### src/hdl/datapath_functions.svh
////////////////////////////////////////////////////////////
// load extract, store merge and branch compare helpers
////////////////////////////////////////////////////////////
`ifndef DATAPATH_FUNCTIONS_SVH
`define DATAPATH_FUNCTIONS_SVH

// pick byte / half out of the read word and extend it
function automatic word_t load_compute(input logic [2:0] funct3, input word_t addr,
		input word_t rdata);
	logic [7:0]  b;
	logic [15:0] h;
	b = rdata[{addr[1:0], 3'b000} +: 8];
	h = addr[1] ? rdata[31:16] : rdata[15:0];
	case (funct3)
		3'b000:  load_compute = {{24{b[7]}}, b};  // lb
		3'b001:  load_compute = {{16{h[15]}}, h}; // lh
		3'b100:  load_compute = {24'b0, b};       // lbu
		3'b101:  load_compute = {16'b0, h};       // lhu
		default: load_compute = rdata;            // lw
	endcase
endfunction

// read-merge-write: new byte or half dropped into the old word
function automatic word_t store_compute(input logic [2:0] funct3, input word_t addr,
		input word_t rdata, input word_t sdata);
	word_t merged;
	merged = rdata;
	case (funct3)
		3'b000:  merged[{addr[1:0], 3'b000} +: 8] = sdata[7:0];  // sb
		3'b001:  merged[{addr[1], 4'b0000} +: 16] = sdata[15:0]; // sh
		default: merged = sdata;                                  // sw
	endcase
	store_compute = merged;
endfunction

// branch condition on rs1 / rs2
function automatic logic br_compute(input logic branch, input logic [2:0] funct3,
		input word_t a, input word_t b);
	logic taken;
	case (funct3)
		3'b000:  taken = (a == b);                 // beq
		3'b001:  taken = (a != b);                 // bne
		3'b100:  taken = ($signed(a) < $signed(b)); // blt
		3'b101:  taken = ($signed(a) >= $signed(b)); // bge
		3'b110:  taken = (a < b);                  // bltu
		3'b111:  taken = (a >= b);                 // bgeu
		default: taken = 1'b0;
	endcase
	br_compute = branch & taken;
endfunction

`endif

### src/hdl/rv_pkg.sv
////////////////////////////////////////////////////////////
// rv_pkg: shared types and control word of the RV32I core
////////////////////////////////////////////////////////////
package rv_pkg;

	localparam int XLEN = 32; // design only built for rv32

	typedef logic [XLEN-1:0] word_t;   // data, address or instruction
	typedef logic [4:0]      reg_idx_t; // x0..x31
	typedef logic [2:0]      alu_op_t;  // funct3 encoding

	// alu functions, same codes as funct3 of op/op-imm
	localparam alu_op_t ALU_ADD  = 3'b000; // sub when alu_sub
	localparam alu_op_t ALU_SLL  = 3'b001;
	localparam alu_op_t ALU_SLT  = 3'b010;
	localparam alu_op_t ALU_SLTU = 3'b011;
	localparam alu_op_t ALU_XOR  = 3'b100;
	localparam alu_op_t ALU_SR   = 3'b101; // sra when alu_sub
	localparam alu_op_t ALU_OR   = 3'b110;
	localparam alu_op_t ALU_AND  = 3'b111;

	// decoded control, one per instruction
	typedef struct packed {
		logic    regwrite; // write rd at edge
		logic    alusrc;   // srcb from immediate
		logic    memwrite;
		logic    memtoreg; // load result to rd
		logic    branch;
		logic    jump;     // jal
		logic    jalr;
		logic    lui;
		logic    auipc;
		logic    alu_sub;  // sub / sra select
		alu_op_t alucontrol;
	} ctrl_t;

endpackage : rv_pkg

### src/hdl/alu.sv
////////////////////////////////////////////////////////////
// alu: rv32i arithmetic, logic, shift and compare
////////////////////////////////////////////////////////////
`timescale 1ns/1ns

module alu
	import rv_pkg::*;
(
	input  word_t   srca,
	input  word_t   srcb,
	input  alu_op_t alucontrol,
	input  logic    alu_sub,
	output word_t   aluout
);

	logic [4:0] shamt;

	assign shamt = srcb[4:0]; // only low five bits shift

	always_comb begin
		case (alucontrol)
			ALU_ADD:  aluout = alu_sub ? srca - srcb : srca + srcb;
			ALU_SLL:  aluout = srca << shamt;
			ALU_SLT:  aluout = {31'b0, $signed(srca) < $signed(srcb)};
			ALU_SLTU: aluout = {31'b0, srca < srcb};
			ALU_XOR:  aluout = srca ^ srcb;
			ALU_SR: begin
				if (alu_sub) aluout = word_t'($signed(srca) >>> shamt); // sra
				else         aluout = srca >> shamt;
			end
			ALU_OR:   aluout = srca | srcb;
			ALU_AND:  aluout = srca & srcb;
			default:  aluout = '0;
		endcase
	end

endmodule : alu

### src/hdl/regfile.sv
////////////////////////////////////////////////////////////
// regfile: 32 x 32, two async reads, one write, x0 tied low
////////////////////////////////////////////////////////////
`timescale 1ns/1ns

module regfile
	import rv_pkg::*;
(
	input  logic     clk,
	input  logic     reset,
	input  logic     stall,
	input  logic     we,
	input  reg_idx_t rs1,
	input  reg_idx_t rs2,
	input  reg_idx_t rd,
	input  word_t    wd,
	output word_t    rs1_data,
	output word_t    rs2_data
);

	word_t rf [32];

	always_ff @(posedge clk or negedge reset) begin
		if (!reset) rf <= '{default: '0};
		else if (!stall && we && rd != '0) rf[rd] <= wd; // held while waiting
	end

	assign rs1_data = (rs1 != '0) ? rf[rs1] : '0;
	assign rs2_data = (rs2 != '0) ? rf[rs2] : '0;

	a_x0_zero: assert property (@(posedge clk) disable iff (!reset)
		(rs1 == '0) |-> (rs1_data == '0))
		else $error("regfile: x0 read non-zero");

endmodule : regfile

### src/hdl/controller.sv
////////////////////////////////////////////////////////////
// controller: opcode / funct decode into the control word
////////////////////////////////////////////////////////////
`timescale 1ns/1ns

module controller
	import rv_pkg::*;
(
	input  word_t instr,
	input  logic  br_taken,
	output ctrl_t ctrl,
	output logic  pcsrc
);

	localparam logic [6:0] OP_R      = 7'b0110011;
	localparam logic [6:0] OP_IMM    = 7'b0010011;
	localparam logic [6:0] OP_LOAD   = 7'b0000011;
	localparam logic [6:0] OP_STORE  = 7'b0100011;
	localparam logic [6:0] OP_BRANCH = 7'b1100011;
	localparam logic [6:0] OP_JAL    = 7'b1101111;
	localparam logic [6:0] OP_JALR   = 7'b1100111;
	localparam logic [6:0] OP_LUI    = 7'b0110111;
	localparam logic [6:0] OP_AUIPC  = 7'b0010111;

	logic [6:0] opcode;
	logic [2:0] funct3;
	logic       f7_5; // funct7 bit 5, sub / sra

	assign opcode = instr[6:0];
	assign funct3 = instr[14:12];
	assign f7_5   = instr[30];

	always_comb begin
		ctrl = '0; // unknown opcodes do nothing
		ctrl.alucontrol = ALU_ADD;
		case (opcode)
			OP_R: begin
				ctrl.regwrite   = 1'b1;
				ctrl.alucontrol = funct3;
				ctrl.alu_sub    = f7_5;
			end
			OP_IMM: begin
				ctrl.regwrite   = 1'b1;
				ctrl.alusrc     = 1'b1;
				ctrl.alucontrol = funct3;
				ctrl.alu_sub    = (funct3 == ALU_SR) & f7_5; // srai only, no subi
			end
			OP_LOAD: begin
				ctrl.regwrite = 1'b1;
				ctrl.alusrc   = 1'b1; // address = rs1 + imm
				ctrl.memtoreg = 1'b1;
			end
			OP_STORE: begin
				ctrl.alusrc   = 1'b1;
				ctrl.memwrite = 1'b1;
			end
			OP_BRANCH: begin
				ctrl.branch  = 1'b1;
				ctrl.alu_sub = 1'b1; // compare as subtract
			end
			OP_JAL:   {ctrl.regwrite, ctrl.jump}  = 2'b11;
			OP_JALR:  {ctrl.regwrite, ctrl.jalr}  = 2'b11;
			OP_LUI:   {ctrl.regwrite, ctrl.lui}   = 2'b11;
			OP_AUIPC: {ctrl.regwrite, ctrl.auipc} = 2'b11;
			default: ;
		endcase
	end

	assign pcsrc = ctrl.branch & br_taken;

	// next-pc sources are exclusive
	always_comb begin
		assert ($onehot0({ctrl.branch, ctrl.jump, ctrl.jalr}))
			else $error("controller: more than one pc source selected");
	end

endmodule : controller

### src/hdl/datapath.sv
////////////////////////////////////////////////////////////
// datapath: pc, immediates, operand / result muxes, rf, alu
////////////////////////////////////////////////////////////
`timescale 1ns/1ns

module datapath
	import rv_pkg::*;
(
	input  logic  clk,
	input  logic  reset,
	input  word_t instr,
	input  ctrl_t ctrl,
	input  logic  pcsrc,
	input  logic  Iwait,
	input  logic  Dwait,
	input  word_t readdata,
	output word_t pc,
	output word_t aluout,
	output word_t writedata,
	output logic  memaccess,
	output logic  br_taken
);

	`include "datapath_functions.svh"

	reg_idx_t   rs1, rs2, rd;
	logic [2:0] funct3;
	word_t      jumpimm, branchimm, utypeimm, stypeimm, itypeimm;
	word_t      srca, srcb, rs2_data;
	word_t      pcplus4, pc_next, result;
	logic       stall;

	assign rs1    = instr[19:15];
	assign rs2    = instr[24:20];
	assign rd     = instr[11:7];
	assign funct3 = instr[14:12];

	assign jumpimm   = {{12{instr[31]}}, instr[19:12], instr[20], instr[30:21], 1'b0};
	assign branchimm = {{20{instr[31]}}, instr[7], instr[30:25], instr[11:8], 1'b0};
	assign utypeimm  = {instr[31:12], 12'b0};
	assign stypeimm  = {{20{instr[31]}}, instr[31:25], instr[11:7]};
	assign itypeimm  = {{20{instr[31]}}, instr[31:20]}; // loads, jalr, op-imm

	assign stall     = Iwait | Dwait; // freezes pc and rf together
	assign pcplus4   = pc + 32'd4;
	assign memaccess = ctrl.memtoreg | ctrl.memwrite;

	regfile rf (.clk(clk), .reset(reset), .stall(stall), .we(ctrl.regwrite),
		.rs1(rs1), .rs2(rs2), .rd(rd), .wd(result),
		.rs1_data(srca), .rs2_data(rs2_data));

	// store offset is split, everything else uses i-type
	assign srcb = ctrl.alusrc ? (ctrl.memwrite ? stypeimm : itypeimm) : rs2_data;

	alu alu (.srca(srca), .srcb(srcb), .alucontrol(ctrl.alucontrol),
		.alu_sub(ctrl.alu_sub), .aluout(aluout));

	always_comb begin
		if (pcsrc)          pc_next = pc + branchimm;
		else if (ctrl.jump) pc_next = pc + jumpimm;
		else if (ctrl.jalr) pc_next = (srca + itypeimm) & ~32'd1; // lsb dropped
		else                pc_next = pcplus4;
	end

	always_ff @(posedge clk or negedge reset) begin
		if (!reset) pc <= '0;
		else if (!stall) pc <= pc_next;
	end

	always_comb begin
		if (ctrl.jump | ctrl.jalr) result = pcplus4; // link
		else if (ctrl.auipc)       result = pc + utypeimm;
		else if (ctrl.lui)         result = utypeimm;
		else if (ctrl.memtoreg)    result = load_compute(funct3, aluout, readdata);
		else                       result = aluout;
	end

	assign writedata = store_compute(funct3, aluout, readdata, rs2_data);
	assign br_taken  = br_compute(ctrl.branch, funct3, srca, rs2_data);

	// no compressed isa, fetch stays word aligned
	a_pc_aligned: assert property (@(posedge clk) disable iff (!reset) pc[1:0] == 2'b00)
		else $error("datapath: pc lost word alignment");

endmodule : datapath

### src/hdl/riscv_core.sv
////////////////////////////////////////////////////////////
// riscv_core: single-cycle rv32i, controller plus datapath
////////////////////////////////////////////////////////////
`timescale 1ns/1ns

module riscv_core
	import rv_pkg::*;
(
	input  logic  clk,
	input  logic  reset,
	input  word_t instr,
	input  word_t readdata,
	input  logic  Iwait,
	input  logic  Dwait,
	output word_t pc,
	output word_t aluout,    // data address
	output word_t writedata, // full merged word
	output logic  memaccess,
	output logic  memwrite
);

	ctrl_t ctrl;
	logic  pcsrc, br_taken;

	controller ctl (.instr(instr), .br_taken(br_taken), .ctrl(ctrl), .pcsrc(pcsrc));

	datapath dp (.clk(clk), .reset(reset), .instr(instr), .ctrl(ctrl), .pcsrc(pcsrc),
		.Iwait(Iwait), .Dwait(Dwait), .readdata(readdata), .pc(pc), .aluout(aluout),
		.writedata(writedata), .memaccess(memaccess), .br_taken(br_taken));

	assign memwrite = ctrl.memwrite;

endmodule : riscv_core

### config.mk
export PLATFORM = sky130hd
export DESIGN_NAME = riscv_core
export DESIGN_NICKNAME = d
export VERILOG_FILES = /design/src/hdl/rv_pkg.sv /design/src/hdl/alu.sv /design/src/hdl/regfile.sv /design/src/hdl/controller.sv /design/src/hdl/datapath.sv /design/src/hdl/riscv_core.sv
export VERILOG_INCLUDE_DIRS = /design/src /design/src/hdl
export SDC_FILE = /design/constraint.sdc
export NUM_CORES = 2
export LEC_CHECK = 0
export ABC_AREA = 1
export BUFFER_PORTS_ARGS = -buffer_cell sky130_fd_sc_hd__buf_2
export CAP_MARGIN = 20
export CORE_AREA = 2 2 420 630
export CTS_BUF_LIST = sky130_fd_sc_hd__clkbuf_2
export DETAILED_ROUTE_END_ITERATION = 16
export DIE_AREA = 0 0 422 632
export PLACE_DENSITY = 0.48
export SLEW_MARGIN = 5
export SYNTH_ARGS = -nofsm -noshare
export SYNTH_HDL_FRONTEND = slang
export SYNTH_SLANG_ARGS = --single-unit
### constraint.sdc
create_clock -name clk -period 9 [get_ports clk]
set_clock_uncertainty 0.2 [all_clocks]
set_input_delay 0.9 -clock clk [delete_from_list [all_inputs] [get_ports clk]]
set_output_delay 0.9 -clock clk [all_outputs]
set_load 0.05 [all_outputs]
-- After elaboration in Yosys (flattened, before gate mapping)
Cells that the tools add are included.
- bits in registers: 1056
- bits of input ports: 68
- output and inout bits: 98
- logic and storage cells: 147
- add/subtract/negate cells: 9
- $lt $le $gt $ge: 10
- equality and inequality tests: 23
- shift operators: 8
- muxes and demuxes: 40
- bitwise operators: 12
- reductions and logical operators: 12
- operators with widths (operator ; number):
    $bwmux 1024 ; 1
    $mux 32 ; 17
    $bmux 32 s5 ; 2
    $pmux 32 s8 ; 1
    $add 32x32->32 ; 5
    $demux 32 s5 ; 1
    $lt 32x32->1 ; 4
    $pmux 32 s4 ; 1
    $bwmux 32 ; 2
    $ge 32x32->1 ; 2
    $pmux 32 s2 ; 1
    $add 32x3->32 const B ; 1
    $and 32x32->32 ; 1
    $eq 32x32->1 ; 1
    $ne 32x32->1 ; 1
    $or 32x32->32 ; 1
    $shift 16x7->32 const A ; 1
    $shift 8x7->32 const A ; 1
    $shiftx 16x7->32 ; 1
    $shiftx 32x6->8 ; 1
    $shiftx 8x7->32 ; 1
    $shl 32x5->32 ; 1
    $shr 32x5->32 ; 1
    $sshr 32x5->32 ; 1
    other kinds (28) ; 64

-- Logic depth before layout (Yosys ltp)
- depth after elaboration: 16
- depth in mapped cells: 48
- depth with buffers taken out: 39

-- By module
A second synthesis with hierarchy kept.
- cells, all modules: 12807
- area total of the unflattened synthesis: 79473.7 um2
- by module, submodules not included (module ; times used ; cells each ; area an instance (um2) ; sequential area each (um2)):
    regfile ; 1 ; 8296 ; 56685.6 ; 25624.6
    datapath ; 1 ; 2455 ; 12893.6 ; 775.7
    alu ; 1 ; 2012 ; 9696.8 ; 0.0
    controller ; 1 ; 44 ; 197.7 ; 0.0

-- Worst setup path before layout
OpenSTA, ideal clock, no wires.
- kind: in2out
- from: input instr[20]
- to: output writedata[10]
- arrival time: 7518 ps
- required time: 7900 ps
- path slack: 382 ps
- cell stages on the path: 35
- path buffers: 11
- cell sequence: buf_4 inv_2 buf_6 buf_4 buf_2 clkbuf_1 clkbuf_1 clkbuf_1 clkbuf_1 a21oi_1 o21ai_0 o211ai_1 nand3_1 nand3_1 nand3_1 nand2_1 o21ai_0 inv_1 ha_1 clkbuf_1 nor2_1 a21boi_0 inv_1 a21oi_1 o21ai_1 nand3_1 nand2_1 o21ai_0 nor3_4 a21boi_4 clkbuf_1 ha_1 clkbuf_1 o21ai_0 o221ai_1
- word-level cells in the longest chain between the ends: 13
- elaborated cells between the ends (all ways): 30
- classes of those cells: add/sub: 4; order compare: 2; shift: 7; mux: 12; bitwise: 4; reduce/logical: 1
- ends and longest elaborated chain (element ; line ; text):
    start, declared ; riscv_core.sv:11 ; input word_t instr,
    $not 5->6 (implied by the code) ; regfile.sv:29 ; assign rs2_data = (rs2 != '0) ? rf[rs2] : '0;
    $bmux 32 s5 ; regfile.sv:29 ;
    $mux 32 (implied by the code) (2 in series) ; regfile.sv:29 ;
    $mux 32 ; regfile.sv:29 ;
    $mux 32 * ; datapath.sv:53 ; assign srcb = ctrl.alusrc ? (ctrl.memwrite ? stypeimm : itypeimm) : rs2_data;
    $add 32x32->32, or another cell as far along ; alu.sv:22 ; ALU_ADD: aluout = alu_sub ? srca - srcb : srca + srcb;
    $mux 32, on equally long branches ; alu.sv:22, alu.sv:28 ;
    $pmux 32 s8 * ; alu.sv:21 ; case (alucontrol)
    named net aluout[0] ; riscv_core.sv:16 ; output word_t aluout,
    $neg 5->7 * ; datapath_functions.svh:29 ; 3'b000: merged[{addr[1:0], 3'b000} +: 8] = sdata[7:0];
    $shiftx 8x7->32 / $shift 8x7->32 (equally long branches) ; datapath_functions.svh:29 ;
    $bwmux 32 * ; datapath_functions.svh:29 ;
    $pmux 32 s2 * ; datapath_functions.svh:28 ; case (funct3)
    end, declared ; riscv_core.sv:17 ; output word_t writedata,
Mark *: on every way through the listed nets, which the timed path passes. The rest lies on a longest branch. The select of a mux whose other input is x is not followed.

-- Worst setup path in the final report
- from: input instr[20]
- to: output aluout[27]
- word-level cells in the longest chain between the ends: 9
- elaborated cells between the ends (all ways): 19
- classes of those cells: add/sub: 2; shift: 3; mux: 9; bitwise: 4; reduce/logical: 1
- ends and longest elaborated chain (element ; line):
    $not 5->6 (implied by the code) ; regfile.sv:29
    $bmux 32 s5 ; regfile.sv:29
    $mux 32 (implied by the code) (2 in series) ; regfile.sv:29
    $mux 32 ; regfile.sv:29
    $mux 32 * ; datapath.sv:53
    $add 32x32->32, or another cell as far along ; alu.sv:22
    $mux 32, on equally long branches ; alu.sv:22, alu.sv:28
    $pmux 32 s8 * ; alu.sv:21
    end, declared ; riscv_core.sv:16
Every way passes the cells marked *; elsewhere a longest branch is shown, timed or not. The select of a mux whose other input is x is not followed.

==> impl.org <==
** Synth
- Syn Inst Count :: 11,900
- Number of flops mapped to enable cells by yosys :: 0
- Syn_area_per_cell :: 6.59 µm²
- In the synthesized netlist the async set-or-reset flop fraction comes to 100%.
- Share of Yosys cell area claimed by the top area cell type :: ~34%
- In this run the cell area of the synthesized design comes to 78,100 µm².
- Unique masters post-synth :: 73
- Net count after synthesis :: approximately 12,000
- Synthesized flop and latch total :: 1,055
- Among all cell types in the netlist, the one instantiated most often is sky130_fd_sc_hd__nand2_1.
- Portion of the post-synthesis area used by sequential elements :: 33.8%
- Cell type contributing the most total cell area after synthesis :: sky130_fd_sc_hd__dfrtp_1
- Yosys synthesis warning count :: 0
- For this run, the leading register cell type out of synthesis is sky130_fd_sc_hd__dfrtp_1.
- By count the netlist is led by sky130_fd_sc_hd__nand2_1 (3,524), sky130_fd_sc_hd__nand3_1 (1,656), sky130_fd_sc_hd__o21ai_0 (1,189).
- Sorting the synthesized cells by area gives the leading types as sky130_fd_sc_hd__dfrtp_1 (34%), sky130_fd_sc_hd__nand2_1 (17%), sky130_fd_sc_hd__nand3_1 (11%), sky130_fd_sc_hd__o21ai_0 (7.6%), sky130_fd_sc_hd__a21oi_1 (4.2%).

** Detailed routing
- After detailed routing, the number of vias per cell comes to ~5.9.
- Routed length per instance :: slightly above 30 µm
- Vias after detailed routing :: 91,200
- The detail route stage leaves a number of antenna-violating nets equal to 0.
- The routed design has 475,000 µm of wire.
- First-pass iteration count of the detailed router :: 6
- For this run, design rule violations remaining after detail routing come to 0.
- The first routing iteration left 11,100 violations.

** Floorplan
- The die covers 267,000 µm².
- Placeable core region :: 261,000 µm²
- For this configuration, the core starts out at a cell density of between 20 and 30%.
- Measured along the x axis, the die boundary spans roughly 420 µm.
- For this design the top-level I/O count stands at between 150 and 200.
- # rows :: 230
- The die is 632 µm tall.

** STA
- Final-layout setup total negative slack :: 0 ps
- The max-slew violation count was 0.
- Setup violations remaining at the end of the flow were counted as 0.
- Timing would allow up to about 110 MHz.
- Dividing the final minimum period by the clock period gives 96.9%.
- The worst pin sits at a relative slew slack of 15.9%.
- The final-report hold violation count was 0.
- The smallest clock period supported by the final layout is computed as 8720 ps.
- Setup repair after global routing missed its margin :: false
- For the pin with the worst max-slew slack, the measured transition is 1260 ps.
- Hold timing on the final database bottoms out at a slack of 133 ps.

** Outcome
- The run finished with clean final reports.

** Placed design
- Number of buffers added on ports :: 164
- Summed over all nets, the half-perimeter wirelength after detailed placement is 324,000 µm.
- Gpl congestion :: 1.05

** Clocking
- Post-CTS timing repair inserted 0 buffers for setup.
- Clock tree synthesis inserted a total of 291 buffers.
- Clock-pin slew was measured on the worst setup and hold paths at 110 ps.
- CTS sink cnt :: around 1,100
- TritonCTS built the clock tree.
- At the later pin of the worst-skew pair, clock insertion delay measures 1770 ps.
- H-tree depth :: 5
- In this run the deepest clock path goes through 4 buffers.
- Root buffer cell :: sky130_fd_sc_hd__clkbuf_2

** Setup path
- Of all nets on the critical path, the largest fanout is 61.
- Arrival time at the worst endpoint :: 7620 ps
- STA classifies the critical path startpoint as an input pin.
- Slowest cell on the critical path :: sky130_fd_sc_hd__nand3_1
- At the worst endpoint, the required time is 7900 ps.
- The worst setup path is captured at an output pin.
- The cell that appears most often on the critical path is sky130_fd_sc_hd__nand2_1.
- Worst path max stage delay :: 510 ps
- Worst Setup Path Type :: input pin to output pin

** Power
- In this run the power density over the cells is 177 nW/µm².
- Static leakage :: approximately 42 nW
- The worst-case IR drop observed on VDD is 0.0968 mV.

** Final layout
- Post-layout net count :: 12,200
- The post-route netlist has 11.2% of its cells at a drive strength greater than 1.
- Compared with the post-synthesis result, the final layout area differs by 12.2%.

** GRT
- Global routing finished with a remaining overflow of 0.
- Entering global routing, the biggest net connects 158 pins.
- The first global-routing pass estimated 664,000 µm of wire.
- The initial antenna violation count came to 16.
- Number of global-route vias before repair :: just under 90,000
- Global routing consumed, over all layers together, 34.4% of the routing resources.

** Worst hold path
- The tightest min-delay check is of the input pin to flop type.

** Flow run
- The tool flagged a number of max-cap violations equal to 0.
-- layer usage --
metal | vias up | track usage, % | share of wire [%]
met4 | 10 | 31.5 | 11
met1 | 43800 | 37.4 | 34
met2 | 5646 | 56.4 | 46
li1 | 40100 | - | -
met3 | 1649 | 6.89 | 8.5
met5 | - | 0 | 0.016
-- worst max-delay path: cells and delay by family --
family,cells,cell delay (ps)
AO/OA/AOI/OAI,8,1630
AND/OR/NAND/NOR,14,2370
buffers and inverters,9,1990
XOR/XNOR,1,180
adder cells (fa/ha/maj),1,350
-- registers in the layout, indices dropped and copies added (netlist names) --
| name | cells |
|---|---|
| dp.rf.rf | 1024 |
| dp.pc | 31 |
-- cells in the final DEF, fill, tap and decap left out, types with 194 or more instances in the layout --
cell type	instances
sky130_fd_sc_hd__nand3_1	1656
sky130_fd_sc_hd__nor2_1	757
sky130_fd_sc_hd__o211ai_1	194
sky130_fd_sc_hd__inv_1	557
sky130_fd_sc_hd__ha_1	218
sky130_fd_sc_hd__a21oi_1	656
sky130_fd_sc_hd__dfrtp_1	1055
sky130_fd_sc_hd__o21ai_0	1186
sky130_fd_sc_hd__clkbuf_2	411
sky130_fd_sc_hd__buf_4	461
sky130_fd_sc_hd__nand2_1	3520
-- area by class of cell --
cell class,instances,area (µm²)
Inverter,623,2380
Multi-Input combinational cell,9157,45100
Tap cell,3480,4350
Clock buffer,411,2060
Antenna cell,14,35.0
Clock inverter,67,398
Fill cell,28600,174000
Timing Repair Buffer,782,6910
Sequential cell,1055,26400
-- path summary, 6_finish.rpt --
kind | start | to | slack [ps] | cells after the start
max reg2reg | dp.rf.rf[555] | dp.rf.rf[984] | 1370 | 39
max in group asynchronous | reset | dp.rf.rf[1016] | 6590 | 5
min reg2reg | dp.rf.rf[995] | dp.rf.rf[995] | 200 | 0
min in group asynchronous | reset | dp.rf.rf[838] | 310 | 4
min | instr[31] | dp.pc[31] | 130 | 6
max | instr[20] | aluout[27] | 280 | 33
-- cell families (layout without fill, tap and decap cells) --
group                    after synthesis  count (layout)  share of synthesized area, %
multiplexers                           8               8                         0.103
other                                  1              15                       0.00480
buffers and inverters               1646            1883                          8.88
flip-flops                          1055            1055                          33.8
XOR/XNOR                             100             100                          1.12
AO/OA/AOI/OAI                       2658            2658                          19.3
AND/OR/NAND/NOR                     6165            6165                          33.1
adder cells (fa/ha/maj)              225             225                          3.66
-- power breakdown --
part	switching (mW)	leakage (nW)	internal, mW	total, mW
clock network	2.34	1.93	1.35	3.69
registers	0.196	14.4	4.87	5.06
logic	4.92	26.1	1.84	6.76
-- through the flow --
step                utilization, %  cells  power, mW  setup slack, ps  area, µm²
floorplan                        -  11900       8.68              382      78100
global placement              32.2  15000       11.7              120      84200
detailed placement            32.3  15000       11.6              436      84300
CTS                           33.5  15600       15.4              202      87500
global route                  33.5  15600       16.1             50.2      87600
finish                        33.5  15600       15.5              279      87600
-- what timing repair did --
item | 4_1_cts | 5_1_grt
endpoints found under the hold margin | 947 | 0
setup endpoints to repair | 0 | 24
hold buffers | 72 | 0
resized for setup | 0 | 12
Note: power is estimated with default switching activity, not from simulation.
